File: config.mk
export PLATFORM = sky130hd
export DESIGN_NAME = branchUnit
export DESIGN_NICKNAME = d
export VERILOG_FILES = /design/src/common/cpuPkg.sv /design/src/common/busPkg.sv /design/src/branch/branchDecode.sv /design/src/branch/branchResolve.sv /design/src/branch/branchRedirect.sv /design/src/rtl/branchCsr.sv /design/src/rtl/branchUnit.sv
export SDC_FILE = /design/constraint.sdc
export NUM_CORES = 1
export LEC_CHECK = 0
export BUFFER_PORTS_ARGS = -buffer_cell sky130_fd_sc_hd__buf_2
export CAP_MARGIN = 20
export CORE_MARGIN = 2
export CORE_UTILIZATION = 50
export CTS_BUF_LIST = sky130_fd_sc_hd__clkbuf_2
export CTS_CLUSTER_DIAMETER = 200
export DETAILED_ROUTE_END_ITERATION = 7
export PLACE_DENSITY = 0.76
export SETUP_SLACK_MARGIN = 0.05
export SKIP_CTS_REPAIR_TIMING = 1
export SLEW_MARGIN = 0
export SYNTH_ARGS = -nofsm -noshare
export SYNTH_HDL_FRONTEND = slang
export SYNTH_SLANG_ARGS = --single-unit
File: constraint.sdc
create_clock -name clk -period 3.5 [get_ports clk]
set_input_delay 0.175 -clock clk [delete_from_list [all_inputs] [get_ports clk]]
set_output_delay 0.175 -clock clk [all_outputs]
set_load 0.01 [all_outputs]
File: src/common/cpuPkg.sv
`default_nettype none

package cpuPkg;

    localparam int unsigned XLEN = 32;     // Fixed by the instruction set

    // Primary opcodes
    localparam logic [5:0] OP_SPECIAL = 6'h00;
    localparam logic [5:0] OP_REGIMM  = 6'h01;
    localparam logic [5:0] OP_J       = 6'h02;
    localparam logic [5:0] OP_JAL     = 6'h03;
    localparam logic [5:0] OP_BEQ     = 6'h04;
    localparam logic [5:0] OP_BNE     = 6'h05;
    localparam logic [5:0] OP_BLEZ    = 6'h06;
    localparam logic [5:0] OP_BGTZ    = 6'h07;

    localparam logic [5:0] FUNCT_JR   = 6'h08;  // Under SPECIAL

    // REGIMM rt selects
    localparam logic [4:0] RT_BLTZ    = 5'h00;
    localparam logic [4:0] RT_BGEZ    = 5'h01;

    typedef enum logic [3:0] {
        BR_NONE = 4'd0,
        BR_BEQ  = 4'd1,
        BR_BNE  = 4'd2,
        BR_BGEZ = 4'd3,
        BR_BGTZ = 4'd4,
        BR_BLEZ = 4'd5,
        BR_BLTZ = 4'd6,
        BR_J    = 4'd7,
        BR_JAL  = 4'd8,
        BR_JR   = 4'd9
    } branchCodeE;

    // I-format view, funct sits in imm[5:0] for R-format
    typedef struct packed {
        logic [5:0]  opcode;
        logic [4:0]  rs;
        logic [4:0]  rt;
        logic [15:0] imm;
    } instrIS;

    typedef struct packed {
        logic [5:0]  opcode;
        logic [25:0] index;
    } instrJS;

    typedef union packed {
        instrIS iFmt;
        instrJS jFmt;
    } instrWordU;

    typedef struct packed {
        logic        isBranch;
        branchCodeE  branchCode;
        logic [15:0] immOffset;
        logic [25:0] jumpIndex;
    } branchTypeS;

    typedef struct packed {
        logic            valid;
        logic [XLEN-1:0] pc;
        instrWordU       instr;
        logic [XLEN-1:0] rsVal;
        logic [XLEN-1:0] rtVal;
    } exIssueS;

    typedef struct packed {
        logic            flush;
        logic [XLEN-1:0] target;
    } redirectS;

    typedef struct packed {
        logic resolved;
        logic taken;
        logic mispredict;
    } branchEventS;

    // Static prediction assumed by fetch
    typedef enum logic [0:0] {
        NOT_TAKEN = 1'b0,
        BTFN      = 1'b1     // Backward taken, forward not taken
    } policyE;

endpackage

`default_nettype wire

File: src/common/busPkg.sv
`default_nettype none

package busPkg;

    localparam int unsigned CSR_ADDR_W = 8;
    localparam int unsigned CSR_DATA_W = 32;

    // Register map
    localparam logic [CSR_ADDR_W-1:0] CSR_CTRL       = 8'h00;
    localparam logic [CSR_ADDR_W-1:0] CSR_RESOLVED   = 8'h04;
    localparam logic [CSR_ADDR_W-1:0] CSR_TAKEN      = 8'h08;
    localparam logic [CSR_ADDR_W-1:0] CSR_MISPREDICT = 8'h0C;

    localparam logic [1:0] RESP_OKAY   = 2'b00;
    localparam logic [1:0] RESP_SLVERR = 2'b10;

    typedef struct packed {
        logic                    awvalid;
        logic [CSR_ADDR_W-1:0]   awaddr;
        logic                    wvalid;
        logic [CSR_DATA_W-1:0]   wdata;
        logic [CSR_DATA_W/8-1:0] wstrb;
        logic                    bready;
        logic                    arvalid;
        logic [CSR_ADDR_W-1:0]   araddr;
        logic                    rready;
    } axiLiteReqS;

    typedef struct packed {
        logic                  awready;
        logic                  wready;
        logic                  bvalid;
        logic [1:0]            bresp;
        logic                  arready;
        logic                  rvalid;
        logic [CSR_DATA_W-1:0] rdata;
        logic [1:0]            rresp;
    } axiLiteRspS;

endpackage

`default_nettype wire

File: src/branch/branchDecode.sv
`timescale 1ns/1ps
`default_nettype none

module branchDecode import cpuPkg::*; (
    input  instrWordU  instr,
    output branchTypeS brType
);

    branchCodeE code;

    always_comb begin
        code = BR_NONE;
        case (instr.iFmt.opcode)
            OP_BEQ:  code = BR_BEQ;
            OP_BNE:  code = BR_BNE;
            OP_BLEZ: code = BR_BLEZ;
            OP_BGTZ: code = BR_BGTZ;
            OP_J:    code = BR_J;
            OP_JAL:  code = BR_JAL;
            OP_REGIMM: begin
                // rt picks the compare-with-zero flavour
                case (instr.iFmt.rt)
                    RT_BLTZ: code = BR_BLTZ;
                    RT_BGEZ: code = BR_BGEZ;
                    default: code = BR_NONE;
                endcase
            end
            OP_SPECIAL: begin
                if (instr.iFmt.imm[5:0] == FUNCT_JR) begin
                    code = BR_JR;
                end
            end
            default: code = BR_NONE;
        endcase
    end

    always_comb begin
        brType.isBranch   = (code != BR_NONE);
        brType.branchCode = code;
        brType.immOffset  = instr.iFmt.imm;    // Word offset, unscaled
        brType.jumpIndex  = instr.jFmt.index;
    end

endmodule

`default_nettype wire

File: src/branch/branchResolve.sv
`timescale 1ns/1ps
`default_nettype none

module branchResolve import cpuPkg::*; (
    input  branchTypeS      brType,
    input  logic [XLEN-1:0] rsVal,
    input  logic [XLEN-1:0] rtVal,
    output logic            taken
);

    logic signed [XLEN-1:0] rsSigned;

    assign rsSigned = $signed(rsVal);   // Zero compares are signed

    always_comb begin
        taken = 1'b0;
        case (brType.branchCode)
            BR_BEQ: begin
                taken = (rsVal == rtVal);
            end
            BR_BNE: begin
                taken = (rsVal != rtVal);
            end
            BR_BGEZ: begin
                taken = (rsSigned >= 0);
            end
            BR_BGTZ: begin
                taken = (rsSigned > 0);
            end
            BR_BLEZ: begin
                taken = (rsSigned <= 0);
            end
            BR_BLTZ: begin
                taken = (rsSigned < 0);
            end
            BR_J, BR_JAL, BR_JR: begin
                taken = 1'b1;          // Unconditional
            end
            default: begin
                taken = 1'b0;
            end
        endcase

        if (!brType.isBranch) begin
            taken = 1'b0;
        end
    end

endmodule

`default_nettype wire

File: src/branch/branchRedirect.sv
`timescale 1ns/1ps
`default_nettype none

module branchRedirect import cpuPkg::*; (
    input  logic            clk,
    input  logic            rstN,
    input  logic            issueValid,
    input  logic [XLEN-1:0] pc,
    input  logic [XLEN-1:0] rsVal,      // JR target
    input  branchTypeS      brType,
    input  logic            taken,
    input  policyE          policy,
    output redirectS        redirect,
    output branchEventS     brEvent
);

    logic [XLEN-1:0] pcPlus4;
    logic [XLEN-1:0] pcPlus8;
    logic [XLEN-1:0] condTarget;
    logic [XLEN-1:0] jumpTarget;
    logic [XLEN-1:0] takenTarget;
    logic [XLEN-1:0] nextTarget;
    logic            isCond;
    logic            predTaken;
    logic            mispredict;
    logic            fire;
    logic            flushQ;
    logic [XLEN-1:0] targetQ;

    assign pcPlus4    = pc + 32'd4;
    assign pcPlus8    = pc + 32'd8;   // Skips the delay slot
    assign condTarget = pcPlus4 + {{14{brType.immOffset[15]}}, brType.immOffset, 2'b00};
    assign jumpTarget = {pcPlus4[31:28], brType.jumpIndex, 2'b00};

    always_comb begin
        case (brType.branchCode)
            BR_J, BR_JAL: takenTarget = jumpTarget;
            BR_JR:        takenTarget = rsVal;
            default:      takenTarget = condTarget;
        endcase
    end

    assign isCond = brType.isBranch &&
                    !(brType.branchCode inside {BR_J, BR_JAL, BR_JR});

    // Fetch never predicts jumps, only backward conditionals under BTFN
    assign predTaken  = (policy == BTFN) && isCond && brType.immOffset[15];
    assign mispredict = brType.isBranch && (taken != predTaken);
    assign nextTarget = taken ? takenTarget : pcPlus8;
    assign fire       = issueValid && brType.isBranch;

    always_ff @(posedge clk or negedge rstN) begin
        if (!rstN) begin
            flushQ  <= 1'b0;
            brEvent <= '0;
        end else begin
            flushQ  <= fire && mispredict;
            brEvent <= '{resolved:   fire,
                         taken:      fire && taken,
                         mispredict: fire && mispredict};
        end
    end

    always_ff @(posedge clk) begin
        if (fire) begin
            targetQ <= nextTarget;
        end
    end

    assign redirect = '{flush: flushQ, target: targetQ};

    // Every flush must also be counted as a resolved branch
    assert property (@(posedge clk) disable iff (!rstN)
        redirect.flush |-> brEvent.resolved)
        else $error("branchRedirect: flush without resolved event");

endmodule

`default_nettype wire

File: src/rtl/branchCsr.sv
`timescale 1ns/1ps
`default_nettype none

module branchCsr import cpuPkg::*, busPkg::*; (
    input  logic        clk,
    input  logic        rstN,
    input  axiLiteReqS  csrReq,
    output axiLiteRspS  csrRsp,
    input  branchEventS brEvent,
    output policyE      policy
);

    logic                  wrAccept;
    logic                  rdAccept;
    logic                  wrCtrl;
    logic                  wrCounter;
    logic                  bvalidQ;
    logic [1:0]            brespQ;
    logic                  rvalidQ;
    logic [1:0]            rrespQ;
    logic [CSR_DATA_W-1:0] rdataQ;
    logic [CSR_DATA_W-1:0] rdMux;
    logic                  rdMapped;
    policyE                policyQ;
    logic [CSR_DATA_W-1:0] resolvedCnt;
    logic [CSR_DATA_W-1:0] takenCnt;
    logic [CSR_DATA_W-1:0] mispredictCnt;

    function automatic logic [CSR_DATA_W-1:0] satInc(input logic [CSR_DATA_W-1:0] cnt,
                                                     input logic hit);
        if (hit && (cnt != '1)) begin
            return cnt + 1'b1;
        end
        return cnt;
    endfunction

    // Address and data taken together, one write in flight
    assign wrAccept  = csrReq.awvalid && csrReq.wvalid && !bvalidQ;
    assign rdAccept  = csrReq.arvalid && !rvalidQ;
    assign wrCtrl    = (csrReq.awaddr == CSR_CTRL);
    assign wrCounter = csrReq.awaddr inside {CSR_RESOLVED, CSR_TAKEN, CSR_MISPREDICT};

    always_ff @(posedge clk or negedge rstN) begin
        if (!rstN) begin
            bvalidQ <= 1'b0;
            brespQ  <= RESP_OKAY;
        end else if (wrAccept) begin
            bvalidQ <= 1'b1;
            brespQ  <= (wrCtrl || wrCounter) ? RESP_OKAY : RESP_SLVERR;
        end else if (csrReq.bready) begin
            bvalidQ <= 1'b0;
        end
    end

    always_ff @(posedge clk or negedge rstN) begin
        if (!rstN) begin
            policyQ <= NOT_TAKEN;
        end else if (wrAccept && wrCtrl && csrReq.wstrb[0]) begin
            policyQ <= policyE'(csrReq.wdata[0]);
        end
    end

    // A write to any counter offset clears all three
    always_ff @(posedge clk or negedge rstN) begin
        if (!rstN) begin
            resolvedCnt   <= '0;
            takenCnt      <= '0;
            mispredictCnt <= '0;
        end else if (wrAccept && wrCounter) begin
            resolvedCnt   <= '0;
            takenCnt      <= '0;
            mispredictCnt <= '0;
        end else begin
            resolvedCnt   <= satInc(resolvedCnt, brEvent.resolved);
            takenCnt      <= satInc(takenCnt, brEvent.taken);
            mispredictCnt <= satInc(mispredictCnt, brEvent.mispredict);
        end
    end

    always_comb begin
        rdMapped = 1'b1;
        rdMux    = '0;
        case (csrReq.araddr)
            CSR_CTRL:       rdMux = {{(CSR_DATA_W-1){1'b0}}, policyQ};
            CSR_RESOLVED:   rdMux = resolvedCnt;
            CSR_TAKEN:      rdMux = takenCnt;
            CSR_MISPREDICT: rdMux = mispredictCnt;
            default:        rdMapped = 1'b0;
        endcase
    end

    always_ff @(posedge clk or negedge rstN) begin
        if (!rstN) begin
            rvalidQ <= 1'b0;
            rrespQ  <= RESP_OKAY;
        end else if (rdAccept) begin
            rvalidQ <= 1'b1;
            rrespQ  <= rdMapped ? RESP_OKAY : RESP_SLVERR;
        end else if (csrReq.rready) begin
            rvalidQ <= 1'b0;
        end
    end

    always_ff @(posedge clk) begin
        if (rdAccept) begin
            rdataQ <= rdMux;   // Held while rready is low
        end
    end

    assign policy = policyQ;
    assign csrRsp = '{awready: wrAccept,
                      wready:  wrAccept,
                      bvalid:  bvalidQ,
                      bresp:   brespQ,
                      arready: rdAccept,
                      rvalid:  rvalidQ,
                      rdata:   rdataQ,
                      rresp:   rrespQ};

    assert property (@(posedge clk) disable iff (!rstN)
        csrRsp.bvalid && !csrReq.bready |=> csrRsp.bvalid)
        else $error("branchCsr: bvalid dropped before bready");

    assert property (@(posedge clk) disable iff (!rstN)
        csrRsp.rvalid && !csrReq.rready |=> csrRsp.rvalid)
        else $error("branchCsr: rvalid dropped before rready");

endmodule

`default_nettype wire

File: src/rtl/branchUnit.sv
`timescale 1ns/1ps
`default_nettype none

module branchUnit import cpuPkg::*, busPkg::*; (
    input  logic       clk,
    input  logic       rstN,
    input  exIssueS    issue,
    output redirectS   redirect,
    input  axiLiteReqS csrReq,
    output axiLiteRspS csrRsp
);

    branchTypeS  brType;
    logic        taken;
    policyE      policy;
    branchEventS brEvent;

    branchDecode i_branchDecode (
        .instr  (issue.instr),
        .brType (brType)
    );

    branchResolve i_branchResolve (
        .brType (brType),
        .rsVal  (issue.rsVal),
        .rtVal  (issue.rtVal),
        .taken  (taken)
    );

    // Single register stage between issue and fetch
    branchRedirect i_branchRedirect (
        .clk        (clk),
        .rstN       (rstN),
        .issueValid (issue.valid),
        .pc         (issue.pc),
        .rsVal      (issue.rsVal),
        .brType     (brType),
        .taken      (taken),
        .policy     (policy),
        .redirect   (redirect),
        .brEvent    (brEvent)
    );

    branchCsr i_branchCsr (
        .clk     (clk),
        .rstN    (rstN),
        .csrReq  (csrReq),
        .csrRsp  (csrRsp),
        .brEvent (brEvent),
        .policy  (policy)
    );

endmodule

`default_nettype wire

## Yosys cells after proc, flatten, opt, wreduce, memory -nomap -nowiden

Cells that the tools add are included.

| storage, ports and cells | value |
|---|---|
| bits in registers | 170 |
| input port bits | 188 |
| logic and storage cells | 118 |
| output and inout port bits | 74 |

| operators by class | value |
|---|---|
| order comparisons | 4 |
| reductions and logical operators | 35 |
| equality and inequality tests | 30 |
| multiplexer cells | 30 |
| $add $sub $neg | 6 |

Operators by type and width:

| kind | number |
|---|---|
| two-way mux 32 bit | 10 |
| one-hot mux 32 bit (4 select lines) | 1 |
| adder 32 x 1 -> 32 bit (second input constant) | 3 |
| != test 32 bit (second input constant) | 3 |
| one-hot mux 32 bit (2 select lines) | 1 |
| adder 32 x 3 -> 32 bit (second input constant) | 1 |
| adder 32 bit | 1 |
| adder 32 x 4 -> 32 bit (second input constant) | 1 |
| equality test 32 bit | 1 |
| equality test 8 x 4 -> 1 bit (second input constant) | 4 |
| >= comparator 32 x 1 -> 1 bit (second input constant) | 1 |
| greater-than comparator 32 x 1 -> 1 bit (second input constant) | 1 |
| <= comparator 32 x 1 -> 1 bit (second input constant) | 1 |
| less-than comparator 32 x 1 -> 1 bit (second input constant) | 1 |
| != test 32 bit | 1 |
| one-hot mux 4 bit (8 select lines) | 1 |
| equality test 6 x 3 -> 1 bit (second input constant) | 4 |
| equality test 4 x 3 -> 1 bit (second input constant) | 4 |
| equality test 8 x 3 -> 1 bit (second input constant) | 2 |
| logical AND 1 bit | 16 |
| zero test 8 bit | 2 |
| equality test 6 x 2 -> 1 bit (second input constant) | 2 |
| two-way mux 1 bit | 12 |
| nonzero test 2 bit | 5 |
| 20 further kinds | 26 |

## Depth between registers and ports, before layout

| depth | value |
|---|---|
| depth in word-level cells | 12 |
| depth in mapped cells | 16 |
| gate-level depth less buffers | 16 |

## By module

Synthesis repeated with hierarchy kept, for this count alone.

| second synthesis, totals | value |
|---|---|
| cells, all modules | 1470 |
| area total of the unflattened synthesis | 13016.2 um2 |

Modules (own cells, without submodules):

| module | seq. area each (um2) | cells an instance | area each (um2) | instances |
|---|---|---|---|---|
| branchCsr | 3488.3 | 799 | 7546.0 | 1 |
| branchRedirect | 1036.0 | 537 | 4470.5 | 1 |
| branchResolve | 0.0 | 70 | 544.3 | 1 |
| branchDecode | 0.0 | 64 | 455.4 | 1 |

## Worst setup path before layout

No wires, ideal clock.

| path | value |
|---|---|
| path kind | input-to-reg |
| from | input issue[104] in the netlist's numbering |
| to | register i_branchRedirect.targetQ[25], data pin |
| path buffers | 2 |
| data required time | 3.241 ns |
| library setup time | 0.259 ns |
| stages on the path | 15 |
| arrival | 3.325 ns |
| path slack | -0.084 ns |
| cells stage by stage | buf_2 nand4_1 nor4_1 nand3_1 xnor2_1 ha_1 clkbuf_1 and3_1 nand4_1 a21oi_1 o211ai_1 a21boi_0 o21a_1 nor3_1 o31a_1 |

| between the ends | value |
|---|---|
| longest elaborated chain between the ends | 4 |
| elaborated cells between the ends (all ways) | 5 |
| those cells by class | add/sub: 3; mux: 2 |

RTL lines:

| element | line | RTL |
|---|---|---|
| start: declaration | branchUnit.sv:7 | `input exIssueS issue,` |
| adder 32 x 3 -> 32 bit | branchRedirect.sv:30 | `assign pcPlus4 = pc + 32'd4;` |
| adder 32 bit | branchRedirect.sv:32 | `assign condTarget = pcPlus4 + {{14{brType.immOffset[15]}}, brType.immOffset, 2'b00};` |
| one-hot mux 32 bit (2 select lines) | branchRedirect.sv:36 | `case (brType.branchCode)` |
| two-way mux 32 bit * | branchRedirect.sv:49 | `assign nextTarget = taken ? takenTarget : pcPlus8;` |
| net i_branchRedirect.nextTarget[25] | branchRedirect.sv:22 | `logic [XLEN-1:0] nextTarget;` |
| end signal: assignment | branchRedirect.sv:66 | `targetQ <= nextTarget;` |
| end: declaration | branchRedirect.sv:28 | `logic [XLEN-1:0] targetQ;` |

The timed path passes the listed nets; every way through them passes the cells marked *.
A chain may end at the register's enable or synchronous reset.

## Final worst setup path

| path | value |
|---|---|
| from | input issue[98] in the netlist's numbering |
| to | register i_branchRedirect.targetQ[9], data pin |

Same word-level chain as after synthesis.

==> reports/metrics.csv <==
stage,metric,value,unit
placement,DPL Wire Length,28.3,mm
layout,"commonest non-fill, non-tap cells in the layout","buf_2, nor2_1, xor2_1",
floorplan,Starting Density,50.4,%
setup_path,FF-to-FF End,i_branchCsr.takenCnt[21]$_DFFE_PN0P_,
floorplan,Rows,56,
layout,FILL cells,1924,
setup_path,reg2reg start,i_branchCsr.takenCnt[18]$_DFFE_PN0P_,
sta,Final Hold Viols,0,
logic_synthesis,"Seq/Total Area, Yosys",38.6,%
layout,post-route cell area,14900,um^2
layout,layout cells sized above 1,23.6,%
detailed_routing,DR iter-0 viols,1001,
global_routing,first-pass GRT wire length,56.3,mm
sta,Final Setup Violations,0,
logic_synthesis,number of enable flip-flop cells after synthesis,64,
detailed_routing,Remaining DRCs,0,
detailed_routing,total number of vias,11596,
placement,routability cong.,1.01,
floorplan,core area,23300,um^2
detailed_routing,DRT antenna net count,0,
setup_path,"Critical Path, Cell by Cell",buf_2 > ha_1 > nand3_1 > or2_2 > xnor2_1 > ha_1 > buf_4 > a21oi_1 > buf_4 > o21a_1 > xor2_1 > nor2_1 > a221oi_1 > dlygate4sd3_1 > mux2i_1 > dlygate4sd3_1,
setup_path,critical path class,in2reg,
floorplan,Die Ht,157,um
sta,Final min period,3.35,ns
sta,RSZ-0062 raised after global routing,false,
sta,fin worst setup slack,0.148,ns
setup_path,Critical Path Source,issue[98],
sta,Max Clock Skew,0.0760,ns
sta,worst rel slew slack,49.3,%
clock_network,Num CTS Buffers,17,
logic_synthesis,Post-synth top flop,dfrtp_1,
logic_synthesis,synth unique cells,70,
setup_path,Worst Setup EP,i_branchRedirect.targetQ[9]$_DFFE_PP_,
placement,DP Area,13600,um^2
setup_path,CP Capture Type,flip-flop,
logic_synthesis,Mapped Cells,1278,
clock_network,CTS max path bufs,2,
placement,DP Worst Slack,-0.143,ns
logic_synthesis,Syn Area/Cell,9.17,um^2
setup_path,slowest CP cell,dlygate4sd3_1,
power_and_ir_drop,pwr dens,393,nW/um^2
setup_path,crit path launch type,primary input,
layout,"Core Util, Final",64.1,%
setup_path,CP Depth,16,
detailed_routing,WL/cell,19.2,um
logic_synthesis,post-synthesis cell area,11700,um^2
detailed_routing,Vias/cell,5.88,
run_status,status,"complete, no violations",
sta,fin crit share,95.8,%
hold_path,class of the tightest hold or removal check,in2reg,
clock_network,clock latency on the worst-skew pair,0.79,ns
clock_network,CTS tree,yes,
floorplan,Ports,262,
floorplan,DIE AREA,24700,um^2
layout,Nets,1863,
setup_path,critical path data required time,4.07,ns
sta,Max Freq,298,MHz
clock_network,clock-pin slew on the worst setup and hold paths,0.30,ns
setup_path,CP max FO,5,
global_routing,Tot GR Track Use,29.5,%
sta,worst hold margin,0.0223,ns
setup_path,Reg2Reg Setup Slack,0.60,ns
flow_run,Max-Cap Viols,0,
setup_path,Worst Path Arrival,3.92,ns
clock_network,H-tree Lvls,4,
logic_synthesis,Async SR Flop Fraction,61.9,%
global_routing,initial antenna violation count,1,
power_and_ir_drop,worst vdd ir,199,uV
layout,P&R area growth vs syn,27.1,%
detailed_routing,drt first pass iters,6,
global_routing,largest net degree at the start of global routing,63,
setup_path,"delay-heaviest family, CP",buffers and inverters,
detailed_routing,Routed Wire Length,37.9,mm
power_and_ir_drop,Leakage,6.01,nW
setup_path,"slowest stage delay, CP",0.61,ns
clock_network,clock sinks,168,
layout,"most common cell after layout, fill and taps aside",buf_2,
global_routing,gr ovfl total,0,
setup_path,"Buf+Inv Stages, Crit Path",5,
sta,final slew viol count,0,
global_routing,vias in the first global route,10622,
setup_path,FF-to-FF path depth,7,
logic_synthesis,#FFs+latches synth,168,
power_and_ir_drop,PnR Total Power,5.86,mW
sta,Least-Margin Pin Slew,0.760,ns
placement,port bufs,225,
floorplan,die width,157,um
logic_synthesis,Yosys warnings,0,
clock_network,Clk Tree Root Cell,clkbuf_2,
stage by stage:
stage | TNS, ns | std cells
2_1_floorplan | 0 | 1279
3_3_place_gp | -0.270 | 1842
3_5_place_dp | -0.511 | 1842
4_1_cts | 0 | 1874
5_1_grt | 0 | 1973
6_report | 0 | 1973
worst min-delay path by stage:
stage / startpoint / end / slack (ns) / depth (start not counted)
6_report: issue[62] / i_branchRedirect.targetQ[30]$_DFFE_PP_ / 0.02 / 4
5_1_grt: issue[62] / i_branchRedirect.targetQ[30]$_DFFE_PP_ / -0.001 / 4
4_1_cts: rstN / i_branchCsr.takenCnt[29]$_DFFE_PN0P_ / -0.62 / 1
3_5_place_dp: rstN / i_branchCsr.mispredictCnt[28]$_DFFE_PN0P_ / 0.33 / 1
3_3_place_gp: rstN / i_branchCsr.mispredictCnt[30]$_DFFE_PN0P_ / 0.32 / 1
2_1_floorplan: rstN / i_branchCsr.brespQ[1]$_DFFE_PN0P_ / -0.12 / 0
report_power, final:
part	switching (mW)	leakage, nW	internal, mW
logic	1.07	4.21	0.932
registers	0.341	1.64	2.34
clock network	0.894	0.166	0.277
total	2.31	6.01	3.55
cells by family after synthesis:
group | after synthesis | share of synthesized area, %
compound gates | 232 | 13.5
xor+xnor | 193 | 14.4
fa+ha+maj | 35 | 3.80
buf+inv | 77 | 2.97
flops | 168 | 38.6
mux | 52 | 4.89
other cells | 1 | 0.0320
simple gates | 520 | 21.8
state kept, by name (all words and copies together), names as in the netlist:
signal and flops:
i_branchCsr.brespQ 1, i_branchCsr.bvalidQ 1, i_branchCsr.mispredictCnt 32, i_branchCsr.policy 1, i_branchCsr.rdataQ 32, i_branchCsr.resolvedCnt 32, i_branchCsr.rrespQ 1, i_branchCsr.rvalidQ 1
i_branchCsr.takenCnt 32, i_branchRedirect.brEvent 3, i_branchRedirect.targetQ 32
area by class of cell:
class	instances	area [um^2]	share of cell area, %
clock buffers	17	85.1	0.571
flip-flops and latches	168	4520	30.4
diodes	1	2.50	0.0168
repair buffers	402	2730	18.3
well taps	319	399	2.68
inverters	17	63.8	0.428
multi-input cells	1034	6880	46.2
clock inverters	15	211	1.42
Yosys cell counts, drive strengths merged, types with 4 or more instances:
master / n / area (um^2)
a211oi: 7 / 52.6
a21o: 6 / 45.0
a21oi: 54 / 270
a221oi: 16 / 140
a22o: 7 / 61.3
a22oi: 46 / 365
a31oi: 5 / 31.3
and2: 16 / 103
and3: 25 / 156
and4: 20 / 175
buf: 18 / 124
clkbuf: 42 / 160
dfrtp: 104 / 2600
edfxtp: 64 / 1920
ha: 34 / 425
inv: 17 / 63.8
mux2: 32 / 360
mux2i: 19 / 190
nand2: 101 / 379
nand3: 56 / 280
nand4: 31 / 194
nor2: 174 / 653
nor2b: 10 / 62.6
nor3: 22 / 110
nor4: 29 / 188
o211ai: 8 / 60.1
o21a: 10 / 75.1
o21ai: 42 / 210
o21bai: 4 / 30.0
o2bb2ai: 4 / 35.0
o31ai: 4 / 35.0
or2: 5 / 31.3
or3: 18 / 113
xnor2: 73 / 639
xor2: 120 / 1050
worst min-delay path, delay by kind of cell:
family                 cells  cell delay, ns
AOI/OAI and AO/OA          2            0.23
buffers and inverters      1            0.17
muxes                      1            0.12
routing by layer:
metal / track usage [%] / up-vias / wire [um]
met1: 37.1 / 5468 / 15100
met2: 50.8 / 611 / 18200
li1: - / 5379 / -
met4: 14.0 / 0 / 2000
met3: 3.50 / 138 / 2650
met5: 0 / - / 0
Note: power is estimated with default switching activity, not from simulation.
